[src/hdl/soc_map_pkg.sv]
package soc_map_pkg;

    // on-chip RAM, single-cycle
    localparam logic [31:0] fast_base  = 32'h0000_0000;
    localparam int          fast_words = 1024;

    // external memory behind the arbiter
    localparam logic [31:0] slow_base  = 32'h8000_0000;
    localparam int          slow_words = 4096;

    // counter at offset 0, button at offset 4
    localparam logic [31:0] timer_base = 32'h1000_0000;
    localparam int          timer_bytes = 8;

    // cycles from an accepted slow access to its ready, at least 2
    localparam int slow_latency  = 3;
    localparam int slow_cnt_bits = $clog2(slow_latency + 1);

    typedef union packed {
        logic [31:0] raw;
        struct packed {
            logic [7:0]  region;
            logic [23:0] offset;
        } fields;
    } bus_addr_t;

    typedef enum logic [1:0] {
        region_fast,
        region_slow,
        region_timer,
        region_none
    } region_e;

    // region by top byte, offset checked against the block size
    function automatic region_e addr_region(bus_addr_t a);
        region_e r;
        r = region_none;
        if (a.fields.region == fast_base[31:24] && a.fields.offset < fast_words * 4) begin
            r = region_fast;
        end else if (a.fields.region == slow_base[31:24] &&
                     a.fields.offset < slow_words * 4) begin
            r = region_slow;
        end else if (a.fields.region == timer_base[31:24] && a.fields.offset < timer_bytes) begin
            r = region_timer;
        end
        return r;
    endfunction

endpackage

[src/hdl/timer_regs.sv]
`timescale 1ns/1ps

module timer_regs (
    input  logic                   clk,
    input  logic                   rst_n,
    input  soc_map_pkg::bus_addr_t addr,
    output logic [31:0]            rdata,
    input  logic                   btn
);
    logic [31:0] counter;
    logic        btn_meta;
    logic        btn_sync;

    always_ff @(posedge clk or negedge rst_n) begin
        if (!rst_n) begin
            counter  <= '0;
            btn_meta <= 1'b0;
            btn_sync <= 1'b0;
        end else begin
            counter  <= counter + 1'b1;
            // two-flop synchronizer for the raw button
            btn_meta <= btn;
            btn_sync <= btn_meta;
        end
    end

    // offset 4 is the button, anything else in the block the counter
    assign rdata = addr.fields.offset[2] ? {31'b0, btn_sync} : counter;

endmodule

[config.mk]
export PLATFORM = sky130hd
export DESIGN_NAME = timer_regs
export DESIGN_NICKNAME = d
export VERILOG_FILES = /design/src/hdl/soc_map_pkg.sv /design/src/hdl/timer_regs.sv
export SDC_FILE = /design/constraint.sdc
export NUM_CORES = 1
export LEC_CHECK = 0
export ABC_CLOCK_PERIOD_IN_PS = 2300
export BUFFER_PORTS_ARGS = -buffer_cell sky130_fd_sc_hd__buf_4
export CAP_MARGIN = 20
export CORE_ASPECT_RATIO = 0.6
export CORE_MARGIN = 2
export CORE_UTILIZATION = 45
export CTS_CLUSTER_SIZE = 8
export DETAILED_ROUTE_END_ITERATION = 7
export PLACE_DENSITY_LB_ADDON = 0.05
export RECOVER_POWER = 100
export SETUP_SLACK_MARGIN = 0.2
export SLEW_MARGIN = 10
export SYNTH_ARGS = -nofsm -noshare
export SYNTH_HDL_FRONTEND = slang
export SYNTH_SLANG_ARGS = --single-unit
[constraint.sdc]
create_clock -name clk -period 2.3 [get_ports clk]
set_clock_uncertainty 0.2 [all_clocks]
set_input_delay 0.115 -clock clk [delete_from_list [all_inputs] [get_ports clk]]
set_output_delay 0.115 -clock clk [all_outputs]
set_load 0.02 [all_outputs]
Word level (Yosys, flattened, before mapping). Index checks and enable logic that the tools add are counted.

Output and inout port bits: 32. Flip-flop bits (word level): 34. Logic and storage cells: 5. Bits of input ports: 35.

Multiplexer cells: 1. Add/sub/neg operators: 1.

Operators by type and width (number): $add 32x1->32 const B (1); $mux 32 (1).

Logic depth before layout (Yosys ltp). Gate-level depths: netlist of the first run.

Depth after elaboration: 1. Depth in mapped cells: 6. Mapped depth without buffers: 5.

Worst setup path before layout of the first run. OpenSTA, ideal clock, no wires.

Path kind: register to register. From: register counter[0]. To: register counter[26]. Buffers on the path: 1. Data required time: 2.021 ns. Library setup time: 0.079 ns. Cell stages (with the launch flop): 7. Arrival time: 1.521 ns. Clock period less this slack: 1.800 ns. Setup slack: 0.500 ns. Cell sequence: dfrtp_1 > ha_1 > nand3_1 > or3_1 > buf_2 > nor4_1 > xor2_1.

Word-level cells in the longest chain between the ends: 1.

Ends and longest elaborated chain: start, declared (RTL line timer_regs.sv:10) `logic [31:0] counter;`; start signal, assigned (RTL line timer_regs.sv:20) `counter <= counter + 1'b1;`; $add 32x1->32 (RTL line timer_regs.sv:20).

No other way between the ends.

Worst setup path in the final report of the first run.
From: register counter[0]. To: register counter[29].

Same word-level chain as after synthesis.

==> results of run 1 <==
==> per-stage QoR <==
step | std cells | power (mW) | hold WS (ps) | setup WS [ps] | cell area [um2]
finish | 250 | 1.06 | 157 | 262 | 1970
global route | 250 | 1.11 | 167 | 120 | 1970
CTS | 250 | 1.07 | 137 | 200 | 2140
detailed placement | 242 | 0.647 | -108 | 223 | 2040
global placement | 242 | 0.645 | -119 | 219 | 2040
floorplan | 165 | 0.623 | -381 | 500 | 1730
==> final cells by class <==
class                   instances  area (um2)
fillers                       373        1710
flip-flops and latches         34         851
multi-input cells             119         788
repair buffers                 39         171
clock buffers                   6        82.6
well taps                      47        58.8
inverters                       5        18.8
==> Yosys cell counts, types with 2 or more instances <==
| cell type | number |
|---|---|
| and3_1 | 2 |
| and4_1 | 4 |
| clkbuf_1 | 4 |
| dfrtp_1 | 34 |
| inv_1 | 5 |
| nand2_1 | 10 |
| nand3_1 | 10 |
| nand3_2 | 2 |
| nand4_1 | 3 |
| nor2_1 | 9 |
| nor2b_1 | 28 |
| nor3_1 | 4 |
| nor4_1 | 4 |
| nor4_2 | 5 |
| xnor2_1 | 10 |
| xor2_1 | 20 |
==> state kept, by name, summed over array words and instances, names as in the netlist <==
register,flops
counter,32
btn_meta,1
btn_sync,1
==> how the worst max path moves through the flow <==
stage | to | slack (ps)
after floorplan | counter[26]$_DFF_PN0_ | 500
after global placement | counter[30]$_DFF_PN0_ | 220
after detailed placement | counter[30]$_DFF_PN0_ | 220
after CTS | counter[30]$_DFF_PN0_ | 200
after global routing | counter[29]$_DFF_PN0_ | 120
final | counter[29]$_DFF_PN0_ | 260
==> logic make-up after synthesis <==
logic type               synth area share, %
buffers and inverters                   3.10
XOR/XNOR                                15.2
adder cells (fa/ha/maj)                0.721
AND/OR/NAND/NOR                         31.7
flip-flops                              49.1
AO/OA/AOI/OAI                          0.288
==> report_power, final <==
| part | internal, mW | total [mW] | leakage (nW) | switching, mW |
|---|---|---|---|---|
| clock | 0.231 | 0.430 | 0.0431 | 0.199 |
| combinational | 0.00694 | 0.0335 | 0.405 | 0.0266 |
| sequential | 0.600 | 0.600 | 0.456 | 0.000437 |
==> routing by layer <==
| layer | track usage, % | share of wire [%] | up-vias |
|---|---|---|---|
| met5 | 0 | 0 | - |
| met4 | 3.23 | 0 | 0 |
| met3 | 5.24 | 4.8 | 0 |
| met2 | 25.3 | 44 | 27 |
| met1 | 24.2 | 51 | 613 |
| li1 | - | - | 619 |
==> timing repair <==
| item | CTS | global route |
|---|---|---|
| buffers inserted | 0 | 0 |
| hold buffers | 2 | 0 |
| hold endpoints to repair | 35 | 0 |
| endpoints found under the setup margin | 0 | 8 |
| gates resized for setup | 0 | 1 |
==> out/metrics.cfg, run 1 <==
[status]
status = finished, final reports clean

[routing]
drt_iter0_drc = 49
firstDrtPassIters = 4
post_drt_wl_per_cell_um = 13.9
vias = 1259
routed_wl_mm = 3.47
drc = 0
via_per_inst = 5.04
drtAntennaViolNets = 0

[setup_path]
r2r_end = counter[29]$_DFF_PN0_
cp_slowest_cell = or3_4
r2r_slack_ps = 260
r2r_cells = 5
critPathLaunchType = flop
critPathBufInv = 1
critPathRequiredTime_ps = 2300
reg2reg_from = counter[0]$_DFF_PN0_
max_stage_delay_ps = 480
critical_path_class = flop to flop
worst_setup_path_end_kind = flop
critPathArrivalTime_ps = 2030
setup.worst_path.start = counter[0]$_DFF_PN0_
cp_top_family = simple AND/OR/NAND/NOR gates
crit_chain = clkbuf_1 > nand4_1 > or3_4 > nor4_1 > xor2_1
crit_cells = 5
path_max_fanout = 11

[layout]
postLayoutCoreUtil_pct = 53.6
area_delta_synth_final_pct = 13.6
antenna_cells = 0
final_cell_mix = dfrtp_1, clkbuf_1, nor2b_1
final_common_cell = dfrtp_1
drive_gt1_share_pct = 7.39
fin_nets = 240

[power_and_ir_drop]
leakage_nw = 0.904
p_per_area_mw_per_mm2 = 540
ir_drop_mv = 0.418

[logic_synthesis]
ys_ff_latch = 34
yosysWarnings = 0
synth_edf_count = 0
ys_types = 27
synth_top_area_share_pct = 49.1
syn_avg_cell_area_um2 = 10.5
yosysSeqAreaShare_pct = 49.1
synth-main-ff-cell = dfrtp_1
yosys.area.top_type = dfrtp_1
synth_cells = 165
ys_async_sr_fraction_pct = 100
synthesis.nets = 201
synth_area_mm2 = 0.00173
netlist_top_cells_area = dfrtp_1, nor2b_1, xor2_1

[timing]
slew_violations = 0
relSlewSlack_pct = 43.3
finalSetupViolCount = 0
max_freq_mhz = 491
post-route-min-period_ps = 2040
setup_tns_ps = 0
tightest_slew_ps = 851
rsz0062_at_grt = false
hold_violations = 0
finalCritPeriodShare_pct = 88.6

[min_path]
hp-class = flop to flop
hold_depth = 0
min_from = btn_meta$_DFF_PN0_
worstHoldEndpoint = btn_sync$_DFF_PN0_

[placement]
port_buffers = 35
hpwlAfterDp_mm = 2.39
routabilityCongestion = 0.719

[global_routing]
grt_overflow = 0
grt_pass1_vias = 1137
grt_use_total_pct = 16.8
grt_pass1_wl_mm = 5.68
antenna_found_initial = 0
grt_max_degree = 35

[floorplanning]
die_h_um = 52.1
row_count = 17
fp.dieW_um = 84.1
core_region_area_mm2 = 0.00368
dieArea_mm2 = 0.00438
initial_core_util_pct = 47.1
io_pins = 67

[clocking]
numCtsBuffers = 5
clk_pin_slew_ps = 60
root_buffer = clkbuf_8
cts_num_sinks = 34
htreeDepth = 2
clock_latency_ps = 280
cts_tree = yes
cts_buffer_depth = 2

[job]
maxCapViolCount = 0

Power figures use the tool's default switching activity.
==> run 2: changes to the inputs <==
--- a/config.mk
+++ b/config.mk
@@ -5,12 +5,13 @@
 export SDC_FILE = /design/constraint.sdc
 export NUM_CORES = 1
 export LEC_CHECK = 0
-export ABC_CLOCK_PERIOD_IN_PS = 2300
+export ABC_CLOCK_PERIOD_IN_PS = 2200
 export BUFFER_PORTS_ARGS = -buffer_cell sky130_fd_sc_hd__buf_4
 export CAP_MARGIN = 20
 export CORE_ASPECT_RATIO = 0.6
 export CORE_MARGIN = 2
 export CORE_UTILIZATION = 45
+export CTS_BUF_LIST = sky130_fd_sc_hd__clkbuf_2
 export CTS_CLUSTER_SIZE = 8
 export DETAILED_ROUTE_END_ITERATION = 7
 export PLACE_DENSITY_LB_ADDON = 0.05
==> constraint.sdc (replaced) <==
create_clock -name clk -period 2.2 [get_ports clk]
set_clock_uncertainty 0.2 [all_clocks]
set_input_delay 0.11 -clock clk [delete_from_list [all_inputs] [get_ports clk]]
set_output_delay 0.11 -clock clk [all_outputs]
set_load 0.02 [all_outputs]
==> run 2 against run 1 <==
Against the previous run:
- critical path depth unchanged
- sequential power grew 4.7%
- hold slack improved by 8.4 ps
- sequential share of layout area shrank 0.99 points
- combinational power rose by 9.0%
- clock power is 3% lower
- register-to-register slack lost 30 ps
- setup slack got worse by 29 ps
- flip-flop and latch count is the same
- critical path type unchanged
- highest routed layer is now met4
==> out/metrics.cfg, run 2 (synthesis gave the netlist of run 1 again) <==
[layout]
largest_reg_flops = 32
antenna_cells = 0
fin_nets = 243
reg_top3 = counter: 32 flops, btn_meta: 1 flops, btn_sync: 1 flops
drive_gt1_share_pct = 11.1
final_cell_area_mm2 = 0.00202
final_common_cell = clkbuf_1
regMostFlops = counter
final_cell_mix = clkbuf_1, dfrtp_1, nor2b_1
area_delta_synth_final_pct = 16.3
final_cells = 255
nFillCells = 341

[timing]
relSlewSlack_pct = 54.7
slew_violations = 0
finalSetupViolCount = 0
max_freq_mhz = 508
setup_tns_ps = 0
hold_violations = 0
post-route-min-period_ps = 1970
rsz0062_at_grt = false
finalCritPeriodShare_pct = 89.4
tightest_slew_ps = 680

[power_and_ir_drop]
ir_drop_mv = 0.395
total_power_mw = 1.08
leakage_nw = 0.928
p_per_area_mw_per_mm2 = 535

[floorplanning]
initial_core_util_pct = 47.1
fp.dieW_um = 84.1
die_h_um = 52.1
io_pins = 67
dieArea_mm2 = 0.00438
core_region_area_mm2 = 0.00368
row_count = 17

[routing]
routed_wl_mm = 3.45
post_drt_wl_per_cell_um = 13.5
drt_iter0_drc = 35
vias = 1255
firstDrtPassIters = 4
via_per_inst = 4.92
drc = 0
drtAntennaViolNets = 0

[global_routing]
grt_overflow = 0
grt_pass1_wl_mm = 5.80
antenna_found_initial = 0
grt_max_degree = 34
grt_use_total_pct = 17.3
grt_pass1_vias = 1199

[clocking]
clock_latency_ps = 370
numCtsBuffers = 5
cts_num_sinks = 34
cts_buffer_depth = 2
root_buffer = clkbuf_2
cts_tree = yes
cts_setup_buffers = 0
clk_pin_slew_ps = 180
htreeDepth = 2

[min_path]
hp-class = flop to flop

[setup_path]
path_max_fanout = 11
critPathRequiredTime_ps = 2300
critical_path_class = flop to flop
critPathArrivalTime_ps = 2070
critPathLaunchType = flop
worst_setup_path_end_kind = flop

[status]
status = finished, final reports clean

[job]
maxCapViolCount = 0

[placement]
placed_area_mm2 = 0.00204
hpwlAfterDp_mm = 2.24
port_buffers = 35
routabilityCongestion = 0.727
dp.cells = 243

[run 2: changes by cell type in the layout (fill, tap and decap cells not counted)]
cell           change
bufinv_16          +1
clkbuf_1           +2
clkbuf_2           +7
clkbuf_8           -6
dlygate4sd3_1      +1
nor4_1             -6
nor4_2             +5
nor4_4             +1
[run 2: routing by layer]
metal | share of wire, % | vias to the layer above | wire length [um] | track usage (%)
met3 | 5.3 | 3 | 182 | 5.40
met4 | 0.58 | 0 | 20 | 4.84
met1 | 50 | 592 | 1730 | 23.6
met2 | 44 | 29 | 1510 | 26.7
met5 | 0 | - | 0 | 0
li1 | - | 631 | - | -
[run 2: what timing repair did]
item                                   CTS  global route
endpoints found under the hold margin   35             0
gates resized for setup                  2             2
hold buffers                             4             0
setup endpoints to repair                3             2
[run 2: final timing paths]
path	from	to	slack, ps	cells after the start
hold / removal	btn_meta$_DFF_PN0_	btn_sync$_DFF_PN0_	170	0
max in group asynchronous	rst_n	counter[10]$_DFF_PN0_	340	4
setup reg to reg	counter[0]$_DFF_PN0_	counter[31]$_DFF_PN0_	230	5
hold reg to reg	btn_meta$_DFF_PN0_	btn_sync$_DFF_PN0_	170	0
min in group asynchronous	rst_n	btn_meta$_DFF_PN0_	510	3
setup / recovery	counter[0]$_DFF_PN0_	counter[31]$_DFF_PN0_	230	5
[run 2: area by class of cell]
class | count | area (um2) | share of cell area, %
timing repair buffer | 42 | 189 | 9.37
sequential | 34 | 851 | 42.2
clock inverter | 1 | 30.0 | 1.49
clock buffer | 7 | 35.0 | 1.74
tap | 47 | 58.8 | 2.92
multi-input combinational | 119 | 835 | 41.4
inverter | 5 | 18.8 | 0.931
[run 2: report_power, final]
| part | internal (mW) | leakage, nW | switching (mW) |
|---|---|---|---|
| clock network | 0.203 | 0.0432 | 0.212 |
| registers | 0.627 | 0.456 | 0.000647 |
| logic | 0.00877 | 0.429 | 0.0278 |
| total | 0.839 | 0.928 | 0.240 |
[run 2: stage by stage]
| stage | hold WS [ps] | setup slack [ps] | util (%) |
|---|---|---|---|
| floorplan | -386 | 400 | - |
| global placement | -125 | 212 | 55.5 |
| detailed placement | -116 | 213 | 55.5 |
| CTS | 179 | 324 | 59.0 |
| global route | 179 | 130 | 54.8 |
| finish | 165 | 233 | 54.8 |
[run 2: worst max-delay path, cell delays in order, from the launching register on]
cell and delay (ps):
dfrtp_1 380, clkbuf_1 200, nand4_1 160, or3_4 500, nor4_2 320, xor2_1 170
