## src/hdl/soc_map_pkg.sv

```systemverilog
package soc_map_pkg;

    // on-chip RAM, single-cycle
    localparam logic [31:0] fast_base  = 32'h0000_0000;
    localparam int          fast_words = 1024;

    // external memory behind the arbiter
    localparam logic [31:0] slow_base  = 32'h8000_0000;
    localparam int          slow_words = 4096;

    // counter at offset 0, button at offset 4
    localparam logic [31:0] timer_base = 32'h1000_0000;
    localparam int          timer_bytes = 8;

    // cycles from an accepted slow access to its ready, at least 2
    localparam int slow_latency  = 3;
    localparam int slow_cnt_bits = $clog2(slow_latency + 1);

    typedef union packed {
        logic [31:0] raw;
        struct packed {
            logic [7:0]  region;
            logic [23:0] offset;
        } fields;
    } bus_addr_t;

    typedef enum logic [1:0] {
        region_fast,
        region_slow,
        region_timer,
        region_none
    } region_e;

    // region by top byte, offset checked against the block size
    function automatic region_e addr_region(bus_addr_t a);
        region_e r;
        r = region_none;
        if (a.fields.region == fast_base[31:24] && a.fields.offset < fast_words * 4) begin
            r = region_fast;
        end else if (a.fields.region == slow_base[31:24] &&
                     a.fields.offset < slow_words * 4) begin
            r = region_slow;
        end else if (a.fields.region == timer_base[31:24] && a.fields.offset < timer_bytes) begin
            r = region_timer;
        end
        return r;
    endfunction

endpackage

```

## src/hdl/mem_port_if.sv

```systemverilog
`timescale 1ns/1ps

interface mem_port_if;
    import soc_map_pkg::*;

    logic        req;
    logic        wen;
    bus_addr_t   addr;
    logic [31:0] wdata;
    logic [3:0]  be;
    logic [31:0] rdata;
    logic        ready;

    // fields held while req is high and ready is low
    modport master (output req, wen, addr, wdata, be, input rdata, ready);
    modport slave  (input req, wen, addr, wdata, be, output rdata, ready);

endinterface

```

## src/hdl/slow_mem_arbiter.sv

```systemverilog
`timescale 1ns/1ps

module slow_mem_arbiter (
    input  logic      clk,
    input  logic      rst_n,
    mem_port_if.slave  fetch_slow,
    mem_port_if.slave  data_slow,
    mem_port_if.master mem_slow
);
    import soc_map_pkg::*;

    logic data_want;
    logic fetch_want;
    logic busy_q;
    logic owner_fetch_q;
    logic pick_fetch;

    // only slow window addresses are passed on
    assign data_want  = data_slow.req && (addr_region(data_slow.addr) == region_slow);
    assign fetch_want = fetch_slow.req && (addr_region(fetch_slow.addr) == region_slow);

    // data port wins a tie when idle
    assign pick_fetch = busy_q ? owner_fetch_q : !data_want;

    always_comb begin
        if (pick_fetch) begin
            mem_slow.req   = fetch_want;
            mem_slow.wen   = fetch_slow.wen;
            mem_slow.addr  = fetch_slow.addr;
            mem_slow.wdata = fetch_slow.wdata;
            mem_slow.be    = fetch_slow.be;
        end else begin
            mem_slow.req   = data_want;
            mem_slow.wen   = data_slow.wen;
            mem_slow.addr  = data_slow.addr;
            mem_slow.wdata = data_slow.wdata;
            mem_slow.be    = data_slow.be;
        end
    end

    assign fetch_slow.rdata = mem_slow.rdata;
    assign data_slow.rdata  = mem_slow.rdata;
    assign fetch_slow.ready = mem_slow.ready && pick_fetch;
    assign data_slow.ready  = mem_slow.ready && !pick_fetch;

    // grant held until the owner's access completes
    always_ff @(posedge clk or negedge rst_n) begin
        if (!rst_n) begin
            busy_q        <= 1'b0;
            owner_fetch_q <= 1'b0;
        end else if (!busy_q) begin
            if (data_want || fetch_want) begin
                busy_q        <= 1'b1;
                owner_fetch_q <= !data_want;
            end
        end else if (mem_slow.req && mem_slow.ready) begin
            busy_q <= 1'b0;
        end
    end

endmodule

```

## src/flat_wrapper.sv

```systemverilog
// flat-port wrapper written by rule: the top's interface ports become plain ports
module slow_mem_arbiter_flat import soc_map_pkg::*;
  (clk, rst_n, fetch_slow_req, fetch_slow_wen, fetch_slow_addr, fetch_slow_wdata, fetch_slow_be, fetch_slow_rdata, fetch_slow_ready, data_slow_req, data_slow_wen, data_slow_addr, data_slow_wdata, data_slow_be, data_slow_rdata, data_slow_ready, mem_slow_req, mem_slow_wen, mem_slow_addr, mem_slow_wdata, mem_slow_be, mem_slow_rdata, mem_slow_ready);
  mem_port_if fetch_slow_i ();
  mem_port_if data_slow_i ();
  mem_port_if mem_slow_i ();
  input  logic clk;
  input  logic rst_n;
  input wire logic [$bits(fetch_slow_i.req)-1:0] fetch_slow_req;
  input wire logic [$bits(fetch_slow_i.wen)-1:0] fetch_slow_wen;
  input wire logic [$bits(fetch_slow_i.addr)-1:0] fetch_slow_addr;
  input wire logic [$bits(fetch_slow_i.wdata)-1:0] fetch_slow_wdata;
  input wire logic [$bits(fetch_slow_i.be)-1:0] fetch_slow_be;
  output wire logic [$bits(fetch_slow_i.rdata)-1:0] fetch_slow_rdata;
  output wire logic [$bits(fetch_slow_i.ready)-1:0] fetch_slow_ready;
  input wire logic [$bits(data_slow_i.req)-1:0] data_slow_req;
  input wire logic [$bits(data_slow_i.wen)-1:0] data_slow_wen;
  input wire logic [$bits(data_slow_i.addr)-1:0] data_slow_addr;
  input wire logic [$bits(data_slow_i.wdata)-1:0] data_slow_wdata;
  input wire logic [$bits(data_slow_i.be)-1:0] data_slow_be;
  output wire logic [$bits(data_slow_i.rdata)-1:0] data_slow_rdata;
  output wire logic [$bits(data_slow_i.ready)-1:0] data_slow_ready;
  output wire logic [$bits(mem_slow_i.req)-1:0] mem_slow_req;
  output wire logic [$bits(mem_slow_i.wen)-1:0] mem_slow_wen;
  output wire logic [$bits(mem_slow_i.addr)-1:0] mem_slow_addr;
  output wire logic [$bits(mem_slow_i.wdata)-1:0] mem_slow_wdata;
  output wire logic [$bits(mem_slow_i.be)-1:0] mem_slow_be;
  input wire logic [$bits(mem_slow_i.rdata)-1:0] mem_slow_rdata;
  input wire logic [$bits(mem_slow_i.ready)-1:0] mem_slow_ready;
  assign fetch_slow_i.req = fetch_slow_req;
  assign fetch_slow_i.wen = fetch_slow_wen;
  assign fetch_slow_i.addr = fetch_slow_addr;
  assign fetch_slow_i.wdata = fetch_slow_wdata;
  assign fetch_slow_i.be = fetch_slow_be;
  assign fetch_slow_rdata = fetch_slow_i.rdata;
  assign fetch_slow_ready = fetch_slow_i.ready;
  assign data_slow_i.req = data_slow_req;
  assign data_slow_i.wen = data_slow_wen;
  assign data_slow_i.addr = data_slow_addr;
  assign data_slow_i.wdata = data_slow_wdata;
  assign data_slow_i.be = data_slow_be;
  assign data_slow_rdata = data_slow_i.rdata;
  assign data_slow_ready = data_slow_i.ready;
  assign mem_slow_req = mem_slow_i.req;
  assign mem_slow_wen = mem_slow_i.wen;
  assign mem_slow_addr = mem_slow_i.addr;
  assign mem_slow_wdata = mem_slow_i.wdata;
  assign mem_slow_be = mem_slow_i.be;
  assign mem_slow_i.rdata = mem_slow_rdata;
  assign mem_slow_i.ready = mem_slow_ready;
  slow_mem_arbiter u_core (.clk(clk), .rst_n(rst_n), .fetch_slow(fetch_slow_i), .data_slow(data_slow_i), .mem_slow(mem_slow_i));
endmodule
```

## config.mk

```make
export PLATFORM = sky130hd
export DESIGN_NAME = slow_mem_arbiter_flat
export DESIGN_NICKNAME = d
export VERILOG_FILES = /design/src/hdl/soc_map_pkg.sv /design/src/hdl/mem_port_if.sv /design/src/hdl/slow_mem_arbiter.sv /design/src/flat_wrapper.sv
export SDC_FILE = /design/constraint.sdc
export NUM_CORES = 1
export LEC_CHECK = 0
export BUFFER_PORTS_ARGS = -buffer_cell sky130_fd_sc_hd__buf_2
export CELL_PAD_IN_SITES_DETAIL_PLACEMENT = 2
export CELL_PAD_IN_SITES_GLOBAL_PLACEMENT = 2
export CORE_AREA = 2 2 121 123
export CTS_CLUSTER_DIAMETER = 80
export DETAILED_ROUTE_END_ITERATION = 12
export DIE_AREA = 0 0 123 125
export MAX_ROUTING_LAYER = met4
export PLACE_DENSITY_LB_ADDON = 0.1
export REMOVE_ABC_BUFFERS = 1
export SETUP_SLACK_MARGIN = 0.05
export SLEW_MARGIN = 20
export SYNTH_ARGS = -nofsm -noshare
export SYNTH_HDL_FRONTEND = slang
export SYNTH_SLANG_ARGS = --single-unit
```

## constraint.sdc

```tcl
create_clock -name clk -period 6.3 [get_ports clk]
set_input_delay 1.26 -clock clk [delete_from_list [all_inputs] [get_ports clk]]
set_output_delay 1.26 -clock clk [all_outputs]
set_load 0.01 [all_outputs]
```

### Yosys cells after proc, flatten, opt, wreduce, memory -nomap -nowiden

Cells that the tools add are included.

* register bits: 2
* input port bits: 175
* output and inout bits: 136
* logic and storage cells: 47

* $lt $le $gt $ge: 6
* eq/ne operators: 6
* muxes and demuxes: 15
* bitwise logic cells: 1
* reduce and logical (&&, ||, !) cells: 17

Operators with widths (count)
* two-way mux 32 bit: 2
* less-than comparator 24 x 13 -> 1 bit (second input constant): 2
* less-than comparator 24 x 15 -> 1 bit (second input constant): 2
* less-than comparator 24 x 4 -> 1 bit (second input constant): 2
* equality test 8 x 5 -> 1 bit (second input constant): 2
* equality test 8 bit (second input constant): 2
* zero test 8 bit: 2
* logical AND 1 bit: 11
* two-way mux 1 bit: 8
* two-way mux 2 bit: 4
* equality test 2 x 1 -> 1 bit (second input constant): 2
* two-way mux 4 bit: 1
* zero test 1 bit: 2
* AND reduction 2 bit: 1
* logical OR 1 bit: 1
* NOT 1 bit: 1

### Depth between registers and ports, before layout

* depth after elaboration: 13
* depth in mapped cells: 7
* mapped depth without buffers: 5

### Worst setup path after synthesis

OpenSTA, ideal clock, no wires.

* path type: in2out
* start: input data_slow_addr[30]
* end: output mem_slow_addr[0]
* data arrival time: 2725 ps
* data required time: 5040 ps
* setup slack: 2315 ps
* stages: 7
* path buffers: 2
* cells stage by stage: nor4_1 > and4b_1 > and4_4 > a21o_4 > buf_12 > buf_12 > mux2_4

* word-level cells in the longest chain between the ends: 10
* elaborated cells between the ends (all ways): 14
* classes of those cells: 3 x eq/ne; 5 x mux; 6 x reduce/logical

RTL lines
* start: declaration: RTL line flat_wrapper.sv:18 `input wire logic [$bits(data_slow_i.addr)-1:0] data_slow_addr;`
* equality test 8 x 5 -> 1 bit: RTL line soc_map_pkg.sv:43 `end else if (a.fields.region == timer_base[31:24] && a.fields.offset < timer_bytes) begin`
* logical AND 1 bit: RTL line soc_map_pkg.sv:43
* two-way mux 1 bit: RTL line soc_map_pkg.sv:43
* two-way mux 2 bit: RTL line soc_map_pkg.sv:40 `end else if (a.fields.region == slow_base[31:24] &&`
* two-way mux 2 bit *: RTL line soc_map_pkg.sv:38 `if (a.fields.region == fast_base[31:24] && a.fields.offset < fast_words * 4) begin`
* equality test 2 x 1 -> 1 bit *: RTL line slow_mem_arbiter.sv:19 `assign data_want = data_slow.req && (addr_region(data_slow.addr) == region_slow);`
* logical AND 1 bit *: RTL line slow_mem_arbiter.sv:19
* zero test 1 bit *: RTL line slow_mem_arbiter.sv:23 `assign pick_fetch = busy_q ? owner_fetch_q : !data_want;`
* two-way mux 1 bit *: RTL line slow_mem_arbiter.sv:23
* two-way mux 32 bit *: RTL line slow_mem_arbiter.sv:26 `if (pick_fetch) begin`
* end: declaration: RTL line flat_wrapper.sv:25 `output wire logic [$bits(mem_slow_i.addr)-1:0] mem_slow_addr;`

Mark *: on every way between the ends. The rest lies on a longest branch, timed or not.

### Worst setup path after layout

* start: input data_slow_addr[30]
* end: output mem_slow_wdata[30]

* word-level cells in the longest chain between the ends: 10
* elaborated cells between the ends (all ways): 14
* classes of those cells: 3 x eq/ne; 5 x mux; 6 x reduce/logical

RTL lines
* equality test 8 x 5 -> 1 bit: RTL line soc_map_pkg.sv:43
* logical AND 1 bit: RTL line soc_map_pkg.sv:43
* two-way mux 1 bit: RTL line soc_map_pkg.sv:43
* two-way mux 2 bit: RTL line soc_map_pkg.sv:40
* two-way mux 2 bit *: RTL line soc_map_pkg.sv:38
* equality test 2 x 1 -> 1 bit *: RTL line slow_mem_arbiter.sv:19
* logical AND 1 bit *: RTL line slow_mem_arbiter.sv:19
* zero test 1 bit *: RTL line slow_mem_arbiter.sv:23
* two-way mux 1 bit *: RTL line slow_mem_arbiter.sv:23
* two-way mux 32 bit *: RTL line slow_mem_arbiter.sv:26
* end: declaration: RTL line flat_wrapper.sv:26 `output wire logic [$bits(mem_slow_i.wdata)-1:0] mem_slow_wdata;`

Marks and branches as above.

==> flow_summary.json <==
{
  "row_count": 44,
  "grt_max_degree": 36,
  "grtUsageTotal_pct": 16.8,
  "cp_max_fo": 35,
  "grt_pass1_vias": 2170,
  "die_w_um": 123,
  "dp_hpwl_um": 12200,
  "first_pass_iters": 4,
  "grt_pass1_wl_um": 17300,
  "diodes": 0,
  "total_power_mw": 0.239,
  "synth-seq-cells": 2,
  "cts_hold_buf": 0,
  "die_area_um2": 15400,
  "layout.nets": 498,
  "htreeDepth": 1,
  "core_um2": 14200,
  "synth_warnings": 0,
  "wirelength_um": 13600,
  "overflow": 0,
  "synth_area_leader_cell": "mux2_4",
  "clk_pin_slew_ns": 0.03,
  "drcViolationCount": 0,
  "tightest_slew_ns": 0.692,
  "layout_min_cycle_time_ns": 5.04,
  "synth_top_area_share_pct": 52.9,
  "outcome": "finished clean",
  "arrival_ns": 3.78,
  "whs_path_depth": 2,
  "r2r-start": "u_core.busy_q",
  "p_per_area_nw_per_um2": 88.3,
  "slew_violations": 0,
  "cts_inserted_buffers": 3,
  "crit_path_start": "data_slow_addr[30]",
  "cts_buffer_depth": 2,
  "die_height_um": 125,
  "maxCapViolations": 0,
  "rsz0062_at_grt": "false",
  "initialDrtViolationCount": 64,
  "setup_viol": 0,
  "clk_latency_ns": 0.22,
  "start_kind": "input pin",
  "ff2ff_setup_slack_ns": 5.27,
  "synth_cell_type_count": 21,
  "setup_tns_ns": 0,
  "post-route-period-util_pct": 79.9,
  "drive_gt1_share_pct": 90.7,
  "place.gp.congestion": 0.726,
  "cts_tree": "done",
  "cts_setup_buffers": 0,
  "synthTopCellsByArea": "mux2_4 53%, buf_4 25%, buf_12 8.3%",
  "slew_headroom_pct": 53.4,
  "avgSynthCellArea_um2": 11.1,
  "fmax_mhz": 199,
  "syn2layout_area_growth_pct": 40.2,
  "synth.yosys.seq_area_share_pct": 2.59,
  "worst_hold_slack_ns": 0.598,
  "end_kind": "output port",
  "finClkSkew_ns": 0.00203,
  "holdCritStartpoint": "u_core.owner_fetch_q",
  "required_ns": 5.04,
  "via_per_inst": 3.89,
  "setup.worst_path.class": "in -> out",
  "netlist_area_um2": 1930,
  "clockRootBuffer": "clkbuf_16",
  "post_cts_resized": 0,
  "port_buffers": 214,
  "vdd_drop_max_uv": 69.7,
  "ant_nets": 0,
  "antenna_found_initial": 0,
  "final_hold_viol_count": 0,
  "synth_cells": 174,
  "numClockSinks": 2,
  "start_util_pct": 13.6,
  "vias": 1966,
  "reg2reg_depth": 3,
  "wire_per_inst_um": 26.8,
  "io-pin-count": 311,
  "cellLeakagePower_nw": 1.44,
  "hold_path.class": "reg -> reg"
}
==> per-stage QoR <==
step	util (%)	instances	setup WS (ns)	area, um^2
after floorplan	-	102	1.79	1290
after global placement	18.5	502	0.998	2630
after detailed placement	18.5	502	1.13	2630
after CTS	19.1	505	1.13	2710
after global routing	19.1	505	1.08	2710
final	19.1	505	1.26	2710
==> metal layers <==
layer,up-vias,share of wire [%],GRT usage (%)
met5,-,0,-
met4,0,0.037,0.602
met3,2,21,14.6
met2,214,41,23.6
met1,896,38,18.9
li1,854,-,-
==> cells by family (layout without fill, tap and decap cells) <==
logic type / Yosys count / count (layout) / share of synthesized area (%)
buf+inv: 74 / 221 / 33.6
mux: 69 / 69 / 53.5
simple gates: 23 / 23 / 8.04
compound gates: 6 / 6 / 2.33
flops: 2 / 2 / 2.59
==> worst paths after layout <==
kind | to
max in group asynchronous | u_core.owner_fetch_q
setup / recovery | mem_slow_wdata[30]
hold reg to reg | u_core.owner_fetch_q
setup reg to reg | u_core.busy_q
min in group asynchronous | u_core.busy_q
hold / removal | u_core.owner_fetch_q
==> cells in the mapped netlist <==
cell type	n
nor2_1	3
and4b_1	1
nand4_1	2
and4_4	1
a31oi_1	1
inv_1	2
nor4b_1	3
buf_12	8
mux2_2	1
mux2_4	68
nor4_1	7
buf_4	64
nor3b_1	2
and4_2	1
and2_1	1
nor3_1	1
nand2_1	1
a21o_4	1
a21oi_1	3
dfrtp_1	2
a311oi_1	1
==> layout by cell type, fill, tap and decap left out, drive strengths merged <==
master / synthesis / routed
a31oi: 1 / 1
buf: 72 / 216
mux2: 69 / 69
nor2: 3 / 3
dfrtp: 2 / 2
nor4b: 3 / 3
and4b: 1 / 1
and2: 1 / 1
clkbuf: 0 / 3
nor3b: 2 / 2
a21o: 1 / 1
a311oi: 1 / 1
inv: 2 / 2
nor3: 1 / 1
and4: 2 / 2
nand2: 1 / 1
nor4: 7 / 7
nand4: 2 / 2
a21oi: 3 / 3
==> state kept, by name, indices dropped and copies added, names as in the netlist <==
register              cells
u_core.owner_fetch_q      1
u_core.busy_q             1
==> final cells by class <==
class	instances	area [um^2]
well taps	184	230
clock buffers	3	75.1
inverters	2	7.51
multi-input cells	98	1230
flip-flops and latches	2	50.0
repair buffers	216	1110
fillers	1686	11500
==> power breakdown <==
| group | internal [mW] | switching, mW | total (mW) |
|---|---|---|---|
| logic | 0.0766 | 0.0550 | 0.132 |
| registers | 0.0130 | 0.00000293 | 0.0130 |
| clock network | 0.0807 | 0.0138 | 0.0945 |
==> critical path: stages <==
cell	delay, ns
buf_2	0.11
nor4_1	0.46
and4b_1	0.33
and4_4	0.27
a21o_4	0.55
buf_12	0.28
mux2_4	0.34
buf_2	0.15
(Power assumes the default switching activity.)
