--- src/hdl/soc_map_pkg.sv ---
package soc_map_pkg;

    // on-chip RAM, single-cycle
    localparam logic [31:0] fast_base  = 32'h0000_0000;
    localparam int          fast_words = 1024;

    // external memory behind the arbiter
    localparam logic [31:0] slow_base  = 32'h8000_0000;
    localparam int          slow_words = 4096;

    // counter at offset 0, button at offset 4
    localparam logic [31:0] timer_base = 32'h1000_0000;
    localparam int          timer_bytes = 8;

    // cycles from an accepted slow access to its ready, at least 2
    localparam int slow_latency  = 3;
    localparam int slow_cnt_bits = $clog2(slow_latency + 1);

    typedef union packed {
        logic [31:0] raw;
        struct packed {
            logic [7:0]  region;
            logic [23:0] offset;
        } fields;
    } bus_addr_t;

    typedef enum logic [1:0] {
        region_fast,
        region_slow,
        region_timer,
        region_none
    } region_e;

    // region by top byte, offset checked against the block size
    function automatic region_e addr_region(bus_addr_t a);
        region_e r;
        r = region_none;
        if (a.fields.region == fast_base[31:24] && a.fields.offset < fast_words * 4) begin
            r = region_fast;
        end else if (a.fields.region == slow_base[31:24] &&
                     a.fields.offset < slow_words * 4) begin
            r = region_slow;
        end else if (a.fields.region == timer_base[31:24] && a.fields.offset < timer_bytes) begin
            r = region_timer;
        end
        return r;
    endfunction

endpackage

--- src/hdl/mem_port_if.sv ---
`timescale 1ns/1ps

interface mem_port_if;
    import soc_map_pkg::*;

    logic        req;
    logic        wen;
    bus_addr_t   addr;
    logic [31:0] wdata;
    logic [3:0]  be;
    logic [31:0] rdata;
    logic        ready;

    // fields held while req is high and ready is low
    modport master (output req, wen, addr, wdata, be, input rdata, ready);
    modport slave  (input req, wen, addr, wdata, be, output rdata, ready);

endinterface

--- src/hdl/bus_decoder.sv ---
`timescale 1ns/1ps

module bus_decoder (
    input  logic                   clk,
    input  logic                   rst_n,
    // fetch side
    input  logic                   fetch_req,
    input  soc_map_pkg::bus_addr_t pc,
    output logic [31:0]            instr,
    output logic                   fetch_ready,
    // data side
    input  logic                   ren,
    input  logic                   wen,
    input  soc_map_pkg::bus_addr_t data_addr,
    input  logic [31:0]            wdata,
    input  logic [3:0]             be,
    output logic [31:0]            rdata,
    output logic                   data_ready,
    // on-chip RAM
    output logic                   fast_sel,
    output logic                   fast_wen,
    output soc_map_pkg::bus_addr_t fast_addr,
    output logic [31:0]            fast_wdata,
    output logic [3:0]             fast_be,
    input  logic [31:0]            fast_rdata,
    input  logic [31:0]            fast_instr,
    // timer block
    output logic                   timer_sel,
    output soc_map_pkg::bus_addr_t timer_addr,
    input  logic [31:0]            timer_rdata,
    // slow memory requests toward the arbiter
    mem_port_if.master             fetch_slow,
    mem_port_if.master             data_slow
);
    import soc_map_pkg::*;

    region_e     fetch_region;
    region_e     data_region;
    logic        data_access;
    logic [31:0] rd_word;
    logic [31:0] rdata_q;

    assign fetch_region = addr_region(pc);
    assign data_region  = addr_region(data_addr);
    assign data_access  = ren | wen;

    // fetch port never writes
    assign fetch_slow.req   = fetch_req && (fetch_region == region_slow);
    assign fetch_slow.wen   = 1'b0;
    assign fetch_slow.addr  = pc;
    assign fetch_slow.wdata = '0;
    assign fetch_slow.be    = '0;

    always_comb begin
        instr       = '0;
        fetch_ready = fetch_req;
        case (fetch_region)
            region_fast: instr = fast_instr;
            region_slow: begin
                instr       = fetch_slow.rdata;
                fetch_ready = fetch_req && fetch_slow.ready;
            end
            default: instr = '0;
        endcase
    end

    // strobes reach only the selected target
    assign fast_sel   = data_access && (data_region == region_fast);
    assign fast_wen   = wen && (data_region == region_fast);
    assign fast_addr  = data_addr;
    assign fast_wdata = wdata;
    assign fast_be    = be;

    assign timer_sel  = data_access && (data_region == region_timer);
    assign timer_addr = data_addr;

    assign data_slow.req   = data_access && (data_region == region_slow);
    assign data_slow.wen   = wen;
    assign data_slow.addr  = data_addr;
    assign data_slow.wdata = wdata;
    assign data_slow.be    = be;

    // unmapped reads give zero, unmapped writes go nowhere
    always_comb begin
        rd_word    = '0;
        data_ready = data_access;
        case (data_region)
            region_fast: rd_word = fast_rdata;
            region_slow: begin
                rd_word    = data_slow.rdata;
                data_ready = data_slow.ready;
            end
            region_timer: rd_word = timer_sel ? timer_rdata : '0;
            default: rd_word = '0;
        endcase
    end

    // last completed read, shown while the port waits
    always_ff @(posedge clk or negedge rst_n) begin
        if (!rst_n) begin
            rdata_q <= '0;
        end else if (ren && data_ready) begin
            rdata_q <= rd_word;
        end
    end

    assign rdata = (ren && data_ready) ? rd_word : rdata_q;

endmodule

--- src/flat_wrapper.sv ---
// flat-port wrapper written by rule: the top's interface ports become plain ports
module bus_decoder_flat import soc_map_pkg::*;
  (clk, rst_n, fetch_req, pc, instr, fetch_ready, ren, wen, data_addr, wdata, be, rdata, data_ready, fast_sel, fast_wen, fast_addr, fast_wdata, fast_be, fast_rdata, fast_instr, timer_sel, timer_addr, timer_rdata, fetch_slow_req, fetch_slow_wen, fetch_slow_addr, fetch_slow_wdata, fetch_slow_be, fetch_slow_rdata, fetch_slow_ready, data_slow_req, data_slow_wen, data_slow_addr, data_slow_wdata, data_slow_be, data_slow_rdata, data_slow_ready);
  mem_port_if fetch_slow_i ();
  mem_port_if data_slow_i ();
  input  logic clk;
  input  logic rst_n;
  input  logic fetch_req;
  input  soc_map_pkg::bus_addr_t pc;
  output logic [31:0] instr;
  output logic fetch_ready;
  input  logic ren;
  input  logic wen;
  input  soc_map_pkg::bus_addr_t data_addr;
  input  logic [31:0] wdata;
  input  logic [3:0] be;
  output logic [31:0] rdata;
  output logic data_ready;
  output logic fast_sel;
  output logic fast_wen;
  output soc_map_pkg::bus_addr_t fast_addr;
  output logic [31:0] fast_wdata;
  output logic [3:0] fast_be;
  input  logic [31:0] fast_rdata;
  input  logic [31:0] fast_instr;
  output logic timer_sel;
  output soc_map_pkg::bus_addr_t timer_addr;
  input  logic [31:0] timer_rdata;
  output wire logic [$bits(fetch_slow_i.req)-1:0] fetch_slow_req;
  output wire logic [$bits(fetch_slow_i.wen)-1:0] fetch_slow_wen;
  output wire logic [$bits(fetch_slow_i.addr)-1:0] fetch_slow_addr;
  output wire logic [$bits(fetch_slow_i.wdata)-1:0] fetch_slow_wdata;
  output wire logic [$bits(fetch_slow_i.be)-1:0] fetch_slow_be;
  input wire logic [$bits(fetch_slow_i.rdata)-1:0] fetch_slow_rdata;
  input wire logic [$bits(fetch_slow_i.ready)-1:0] fetch_slow_ready;
  output wire logic [$bits(data_slow_i.req)-1:0] data_slow_req;
  output wire logic [$bits(data_slow_i.wen)-1:0] data_slow_wen;
  output wire logic [$bits(data_slow_i.addr)-1:0] data_slow_addr;
  output wire logic [$bits(data_slow_i.wdata)-1:0] data_slow_wdata;
  output wire logic [$bits(data_slow_i.be)-1:0] data_slow_be;
  input wire logic [$bits(data_slow_i.rdata)-1:0] data_slow_rdata;
  input wire logic [$bits(data_slow_i.ready)-1:0] data_slow_ready;
  assign fetch_slow_req = fetch_slow_i.req;
  assign fetch_slow_wen = fetch_slow_i.wen;
  assign fetch_slow_addr = fetch_slow_i.addr;
  assign fetch_slow_wdata = fetch_slow_i.wdata;
  assign fetch_slow_be = fetch_slow_i.be;
  assign fetch_slow_i.rdata = fetch_slow_rdata;
  assign fetch_slow_i.ready = fetch_slow_ready;
  assign data_slow_req = data_slow_i.req;
  assign data_slow_wen = data_slow_i.wen;
  assign data_slow_addr = data_slow_i.addr;
  assign data_slow_wdata = data_slow_i.wdata;
  assign data_slow_be = data_slow_i.be;
  assign data_slow_i.rdata = data_slow_rdata;
  assign data_slow_i.ready = data_slow_ready;
  bus_decoder u_core (.clk(clk), .rst_n(rst_n), .fetch_req(fetch_req), .pc(pc), .instr(instr), .fetch_ready(fetch_ready), .ren(ren), .wen(wen), .data_addr(data_addr), .wdata(wdata), .be(be), .rdata(rdata), .data_ready(data_ready), .fast_sel(fast_sel), .fast_wen(fast_wen), .fast_addr(fast_addr), .fast_wdata(fast_wdata), .fast_be(fast_be), .fast_rdata(fast_rdata), .fast_instr(fast_instr), .timer_sel(timer_sel), .timer_addr(timer_addr), .timer_rdata(timer_rdata), .fetch_slow(fetch_slow_i), .data_slow(data_slow_i));
endmodule
--- config.mk ---
export PLATFORM = sky130hd
export DESIGN_NAME = bus_decoder_flat
export DESIGN_NICKNAME = d
export VERILOG_FILES = /design/src/hdl/soc_map_pkg.sv /design/src/hdl/mem_port_if.sv /design/src/hdl/bus_decoder.sv /design/src/flat_wrapper.sv
export SDC_FILE = /design/constraint.sdc
export NUM_CORES = 1
export LEC_CHECK = 0
export BUFFER_PORTS_ARGS = -buffer_cell sky130_fd_sc_hd__buf_2
export CORE_AREA = 4 4 220 222
export CTS_CLUSTER_DIAMETER = 200
export DETAILED_ROUTE_END_ITERATION = 16
export DIE_AREA = 0 0 224 226
export PLACE_DENSITY = 0.39
export SYNTH_ARGS = -nofsm -noshare
export SYNTH_HDL_FRONTEND = slang
export SYNTH_SLANG_ARGS = --single-unit
--- constraint.sdc ---
create_clock -name clk -period 2.1 [get_ports clk]
set_input_delay 0.21 -clock clk [delete_from_list [all_inputs] [get_ports clk]]
set_output_delay 0.21 -clock clk [all_outputs]
set_load 0.01 [all_outputs]
Yosys cells after proc, flatten, opt, wreduce, memory -nomap -nowiden
Cells that the tools add are included.

operators by class
  bitwise gates (word level) = 1
  $lt $le $gt $ge = 6
  reduce and logical (&&, ||, !) cells = 17
  equal/unequal tests = 7
  mux-type cells = 12

operator list
  operator                                                                count
  32-bit one-hot mux with 3 select lines                                  1
  32-bit 2-to-1 mux                                                       2
  32-bit one-hot mux with 2 select lines                                  1
  24-bit by 13-bit < comparator with 1-bit output, second input constant  2
  24-bit by 15-bit < comparator with 1-bit output, second input constant  2
  24-bit by 4-bit < comparator with 1-bit output, second input constant   2
  8-bit by 5-bit equality test with 1-bit output, second input constant   2
  8-bit equality test, second input constant                              2
  8-bit zero test                                                         2
  1-bit logical AND                                                       13
  2-bit 2-to-1 mux                                                        4
  2-bit by 1-bit equality test with 1-bit output, second input constant   2
  2-bit zero test                                                         2
  1-bit 2-to-1 mux                                                        4
  2-bit equality test, second input constant                              1
  1-bit OR                                                                1

storage, ports and cells
  register bits = 32
  input port bits = 267
  logic and storage cells = 44
  output and inout port bits = 309

Longest topological paths before layout
Gate-level depths: netlist of the first run.

  depth in word-level cells = 10
  gate-level depth with buffers = 7
  depth with buffers taken out = 5

Worst setup path after synthesis of the first run
No wires, ideal clock.

  path type = input to output
  start = input data_addr[26] (netlist name)
  end = output rdata[10]
  arrival time = 1.557 ns
  cell stages on the path = 6
  setup slack = 0.333 ns
  path through = nor4_1 > nand4_1 > nor2_2 > buf_2 > a22oi_1 > o21ai_0

on the way
  longest elaborated chain between the ends = 10
  elaborated cells on any way between the ends = 18
  classes of those cells = eq/ne: 4; mux: 7; reduce/logical: 7

RTL lines
  element                                         RTL line                              RTL
  start, declared                                 flat_wrapper.sv:14                    input soc_map_pkg::bus_addr_t data_addr;
  8-bit by 5-bit equality test with 1-bit output  soc_map_pkg.sv:43                     end else if (a.fields.region == timer_base[31:24] && a.fields.offset < timer_bytes) begin
  1-bit logical AND                               soc_map_pkg.sv:43
  1-bit 2-to-1 mux                                soc_map_pkg.sv:43
  2-bit 2-to-1 mux                                soc_map_pkg.sv:40                     end else if (a.fields.region == slow_base[31:24] &&
  2-bit 2-to-1 mux (*)                            soc_map_pkg.sv:38                     if (a.fields.region == fast_base[31:24] && a.fields.offset < fast_words * 4) begin
  2-bit equality test                             bus_decoder.sv:74, bus_decoder.sv:87
  1-bit logical AND                               bus_decoder.sv:74                     assign timer_sel = data_access && (data_region == region_timer);
  32-bit 2-to-1 mux                               bus_decoder.sv:93                     region_timer: rd_word = timer_sel ? timer_rdata : '0;
  32-bit one-hot mux with 3 select lines          bus_decoder.sv:87                     case (data_region)
  32-bit 2-to-1 mux (*)                           bus_decoder.sv:107                    assign rdata = (ren && data_ready) ? rd_word : rdata_q;
  end, declared                                   flat_wrapper.sv:17                    output logic [31:0] rdata;

Every way passes the cells marked *; elsewhere a longest branch is shown, timed or not.

Worst setup path after layout of the first run
  start = input data_addr[16] (netlist name)
  end = output rdata[21]

on the way
  longest elaborated chain between the ends = 10
  elaborated cells on any way between the ends = 18
  classes of those cells = order compare: 3; eq/ne: 2; mux: 7; reduce/logical: 6

RTL lines
  element                                         RTL line
  24-bit by 4-bit < comparator with 1-bit output  soc_map_pkg.sv:43
  1-bit logical AND                               soc_map_pkg.sv:43
  1-bit 2-to-1 mux                                soc_map_pkg.sv:43
  2-bit 2-to-1 mux                                soc_map_pkg.sv:40
  2-bit 2-to-1 mux (*)                            soc_map_pkg.sv:38
  2-bit equality test                             bus_decoder.sv:74, bus_decoder.sv:87
  1-bit logical AND                               bus_decoder.sv:74
  32-bit 2-to-1 mux                               bus_decoder.sv:93
  32-bit one-hot mux with 3 select lines          bus_decoder.sv:87
  32-bit 2-to-1 mux (*)                           bus_decoder.sv:107

Marked as above.

==> out/metrics.yaml, run 1 <==
timing:
  period_minus_slack_ns: 2.16
  skew_ns: 0
  fmax_ghz: 0.463
  rsz0062_at_grt: "true"
  fin_ws_ns: -0.0587
  setup_viol_count_final: 21
  relSlewSlack: 0.436
  tightest_slew_ns: 0.846
  finalMaxSlewViolations: 0
  final_hold_viol_count: 0
  whs_ns: 0.0278
  timing.final.crit_share: 1.03
cells_and_area:
  drive_gt1_frac: 0.719
  fillers: 5377
  top_register: "u_core.rdata_q"
  area_growth_pct: 59.2
  largest_reg_flops: 32
  largestRegisters: "u_core.rdata_q: 32 flops"
  final_net_count: 1091
worst_setup_path:
  criticalPathCategory: "in2out"
  critPathLaunchType: "input pin"
  end_kind: "output port"
  crit_path_start: "data_addr[16]"
  crit_fanout: 7
  crit_required_ns: 1.89
  rr_worst_depth: 7
  reg2reg_from: "u_core.rdata_q[31]"
  cp_data_arrival_time_ns: 1.95
detailed_routing:
  post_drt_wl_per_cell_um: 20.6
  first_pass_iters: 4
  drc: 0
  routed_wirelength_um: 29500
  vias: 4855
  vias_per_cell: 3.38
  first_iter_violations: 153
  ant_nets: 0
clock_network:
  cts_buffer_depth: 2
  clock_latency_ns: 0.28
  cts.sink_count: 32
  clk_pin_slew_ns: 0.06
  clock-root-buffer: "clkbuf_16"
  cts_made_buffers: 5
  cts_tree: "done"
  htree_levels: 2
placed_design:
  pre_cts_ws_ns: -0.387
  place_congestion: 0.894
  hpwl_um: 25400
  io_buffer_count: 394
logic_synthesis:
  yosysTopAreaCell: "buf_4"
  seq_area_frac_synth: 0.189
  synth_top_area_share: 0.421
  synthCells: 563
  synth.area.top_cells: "buf_4 (42%), dfrtp_1 (19%), nand2_1 (8.8%)"
  ys.flop_type: "dfrtp_1"
  synth.most_common_cell: "buf_4"
  yosysUniqueCellTypes: 31
  avgSynthCellArea_um2: 7.53
  syn-cell-area_um2: 4240
  async_reset_ff_frac: 1.00
  synth_common_cells: "buf_4 (238), nand2_1 (99), o21ai_0 (58)"
  synth_warnings: 0
  synth_edf_count: 0
  ys_ff_latch: 32
flow_run:
  drv_cap: 0
global_route:
  grt_pass1_wl_um: 36400
  busiest_layer: "met2"
  use_met2: 0.222
  antenna_found_initial: 11
  grt_max_degree: 33
  track_usage: 0.103
  grt_use_met3: 0.0374
  grt_pass1_vias: 4757
  grt_use_met1: 0.0807
  gr-total-overflow: 0
die:
  die_w_um: 224
  rows: 79
  initial_utilization: 0.0914
  core_um2: 46400
  io_pins: 576
  fp.dieArea_um2: 50600
  die_h_um: 226
pwr:
  p_per_area_nw_per_um2: 337
  ir_drop_uv: 251
  leakagePower_uw: 0.00338
run_status:
  status: "complete, but fails checks"
  failed_checks: "setup timing"
min_path:
  hp-class: "in2async"
repair_timing:
item / CTS / global route
gates cloned: 2 / 4
gates resized for setup: 75 / 66
hold buffers: 0 / 0
endpoints found under the hold margin: 0 / 0
pin swaps: 4 / 26
setup buffers: 17 / 7
endpoints found under the setup margin: 55 / 61
layout by cell type, fill, tap and decap left out, types with 3 or more instances in the layout:
cell type,Yosys,final
diode_2,0,3
nor4_1,11,4
nor4_4,0,4
buf_6,3,23
nor4_2,1,4
o21ai_2,0,26
nand2_1,99,89
a22oi_2,0,12
buf_2,12,375
a22o_2,30,30
buf_12,0,8
a22oi_1,32,20
o21ai_1,8,3
buf_4,238,73
nand4_1,3,3
clkbuf_16,0,8
dfrtp_1,32,32
o21ai_4,0,5
conb_1,1,37
o21ai_0,58,32
nand2_2,0,8
cells by family after synthesis:
family                 after synthesis  share of synthesized area
buffers and inverters              270                      0.459
flip-flops                          32                      0.189
AO/OA/AOI/OAI                      136                      0.221
AND/OR/NAND/NOR                    124                      0.130
other                                1                   0.000885
per-stage QoR:
stage | utilization | total power (uW) | instances | setup TNS [ns] | cell area (um^2)
final | 0.146 | 2270 | 1435 | -0.314 | 6750
after global routing | 0.146 | 2400 | 1434 | -3.59 | 6750
after CTS | 0.137 | 2320 | 1425 | -1.63 | 6360
after detailed placement | 0.125 | 1330 | 1398 | -9.98 | 5780
after global placement | 0.125 | 1330 | 1398 | -11.20 | 5780
after floorplan | - | 1180 | 599 | 0 | 4370
layout make-up:
class                   count  area, um^2  area share
repair buffers            486        3000       0.445
multi-input cells         297        1990       0.294
flip-flops and latches     32         801       0.119
well taps                 607         759       0.113
clock buffers               7         153      0.0226
clock inverters             1        30.0     0.00445
inverters                   2        7.51     0.00111
diodes                      3        7.51     0.00111
metal layers:
layer  share of wire  vias up  wire length [um]
li1                -     2157                 -
met1            0.27     2225              7870
met2            0.59      422             17300
met3            0.11       51              3120
met4           0.040        0              1190
met5               0        -                 0
final timing paths:
path | slack (ns) | to
setup / recovery | -0.06 | rdata[21]
hold / removal | 0.03 | u_core.rdata_q[4]
setup reg to reg | 0.89 | u_core.rdata_q[31]
hold reg to reg | 0.47 | u_core.rdata_q[9]
max in group asynchronous | 1.52 | u_core.rdata_q[28]
min in group clk | 0.24 | u_core.rdata_q[9]
report_power, final:
group	internal [uW]	switching, uW
logic	333	410
registers	617	0.000000147
clock network	625	289
total	1580	699
critical path: stages:
cell and delay [ns]:
buf_8 0.10, nor4_4 0.26, buf_4 0.15, nand4_1 0.08
buf_4 0.17, buf_6 0.13, nor2_4 0.11, buf_12 0.14
clkbuf_16 0.16, a22oi_1 0.08, o21ai_1 0.17, buf_2 0.17
Note: power is estimated with default switching activity, not from simulation.
==> run 2, diff against run 1 <==
CORE_AREA = 4 4 224 226   (was 4 4 220 222)
DIE_AREA = 0 0 228 230   (was 0 0 224 226)
clock period = 1.93 ns   (was 2.1 ns; I/O delays follow)
==> run 2 against run 1 <==
  * The run still ends with setup timing left
  * Global-route usage shrank 1.7 points
  * Die area is 3.6% higher
  * Clock power increased by 11%
  * Largest cell class unchanged
  * Largest power group unchanged
==> out/metrics.yaml, run 2 (synthesis results as in run 1) <==
detailed_routing:
  routed_wirelength_um: 25900  # -12%
  first_pass_iters: 4  # unchanged
  first_iter_violations: 157  # +2.6%
  drc: 0  # unchanged
  vias_per_cell: 3.32  # -1.9%
  vias: 4888  # +0.68%
  ant_nets: 0  # unchanged
  post_drt_wl_per_cell_um: 17.6  # -15%
worst_setup_path:
  crit_family: "buffers and inverters"
  cp_data_arrival_time_ns: 1.94  # about the same
  crit_fanout: 8  # +1
  critPathMostFrequentCell: "buf_4"
  critPathLaunchType: "input pin"
  crit_required_ns: 1.74  # -0.15 ns
  path_buf_inv: 5  # -2
  crit_chain: "buf_6 -> nor4_4 -> buf_4 -> nand4_1 -> nor4_2 -> buf_4 -> and2_4 -> bufbuf_16 -> a22o_2 -> buf_2"
  slowest_stage: "nor4_4"
  end_kind: "output port"
  slowest_delay_ns: 0.29  # +0.03 ns
  criticalPathCategory: "in2out"
die:
  fp.dieArea_um2: 52400  # +3.6%
  initial_utilization: 0.0877  # -0.00375
  io_pins: 576  # unchanged
  rows: 81  # +2.5%
  core_um2: 48300  # +4.3%
  die_w_um: 228  # +1.8%
  die_h_um: 230  # +1.8%
clock_network:
  clk_pin_slew_ns: 0.06  # about the same
  cts_buffer_depth: 2  # unchanged
  clock_latency_ns: 0.29  # about the same
  cts.sink_count: 32  # unchanged
  htree_levels: 2  # unchanged
  cts_hold_buf: 0  # unchanged
  cts_made_buffers: 5  # unchanged
  cts_tree: "done"
  clock-root-buffer: "clkbuf_16"
timing:
  finalMaxSlewViolations: 0  # unchanged
  final_hold_viol_count: 0  # unchanged
  rsz0062_at_grt: "true"
  relSlewSlack: 0.442  # +0.00544
  setup_viol_count_final: 66  # +210%
  timing.final.crit_share: 1.10
  fmax_ghz: 0.470
  period_minus_slack_ns: 2.13
  tightest_slew_ns: 0.837  # -0.00816 ns
  fin_ws_ns: -0.198  # -0.139 ns
  setup_tns_ns: -8.78  # -8.47 ns
  skew_ns: 0  # unchanged
cells_and_area:
  final_cell_mix: "buf_2 (350), nand2_1 (98), buf_4 (81)"
  multi_input_area_um2: 2220  # +12%
  final_common_cell: "buf_2"
  final_cell_count_no_fill: 1473  # +2.6%
  fillers: 5498  # +2.3%
  area_growth_pct: 77.2
  register_area_um2: 801  # unchanged
  largest_reg_flops: 32  # unchanged
  top_register: "u_core.rdata_q"
  final_util: 0.155  # +0.00984
  final_net_count: 1115  # +2.2%
  drive_gt1_frac: 0.728  # +0.00913
  largestRegisters: "u_core.rdata_q: 32 flops"
min_path:
  hp-class: "in2async"
run_status:
  failed_checks: "setup timing"
  status: "complete, but fails checks"
pwr:
  leakagePower_uw: 0.00364  # +7.8%
  finalPower_uw: 2440  # +7.4%
  ir_drop_uv: 216  # -14%
  p_per_area_nw_per_um2: 325  # -3.6%
global_route:
  gr-total-overflow: 0  # unchanged
  grt_use_met1: 0.0732  # -0.00748
  grt_pass1_vias: 4852  # +2.0%
  grt_pass1_wl_um: 33200  # -8.9%
  grt_max_degree: 72  # +120%
  use_met2: 0.170  # -0.0520
  track_usage: 0.0855  # -0.0171
  antenna_found_initial: 8  # -3
  grt_use_met3: 0.0356  # -0.00188
  busiest_layer: "met2"
placed_design:
  hpwl_um: 19600  # -23%
  io_buffer_count: 394  # unchanged
  dp.cells: 1416  # +1.3%
  place_congestion: 0.856  # -4.3%
flow_run:
  drv_cap: 0  # unchanged
==> run 2: final cells by class <==
| cell class | count | area share |
|---|---|---|
| clock inverter | 1 | 0.00400 |
| inverter | 2 | 0.000999 |
| multi-input combinational | 297 | 0.296 |
| tap | 622 | 0.104 |
| clock buffer | 7 | 0.0203 |
| antenna | 2 | 0.000666 |
| sequential | 32 | 0.107 |
| timing repair buffer | 510 | 0.468 |
==> run 2: repair_timing <==
action,CTS,global route
resized for setup,117,92
cloned,6,7
endpoints found under the setup margin,67,69
setup buffers,22,16
pin swaps,18,42
==> run 2: worst paths after layout <==
kind,end,startpoint,cells after the start,slack (ns)
min in group clk,u_core.rdata_q[7],timer_rdata[7],3,0.23
max,instr[4],pc[18],10,-0.20
max in group asynchronous,u_core.rdata_q[11],rst_n,1,1.39
max reg2reg,u_core.rdata_q[22],u_core.rdata_q[22],8,0.71
min,u_core.rdata_q[0],rst_n,1,0.009
min reg2reg,u_core.rdata_q[7],u_core.rdata_q[7],2,0.47
==> run 2: per-stage QoR <==
step / setup slack, ns / cell area (um^2) / hold WS [ns]
global route: -0.293 / 7510 / 0.0688
floorplan: 0.197 / 4370 / -0.103
detailed placement: -0.380 / 5820 / 0.358
global placement: -0.344 / 5820 / 0.349
finish: -0.198 / 7510 / 0.00867
CTS: -0.209 / 6770 / 0.0340
==> run 2: power breakdown <==
| part | internal (uW) | switching [uW] | total (uW) |
|---|---|---|---|
| Clock | 680 | 331 | 1010 |
| Combinational | 354 | 405 | 759 |
| Sequential | 671 | 0.000000118 | 671 |
| Total | 1710 | 735 | 2440 |
==> run 2: routing by layer <==
layer,part of all wire,wire length (um)
met4,0.055,1430
met2,0.55,14200
met5,0,0
met1,0.29,7480
met3,0.11,2770
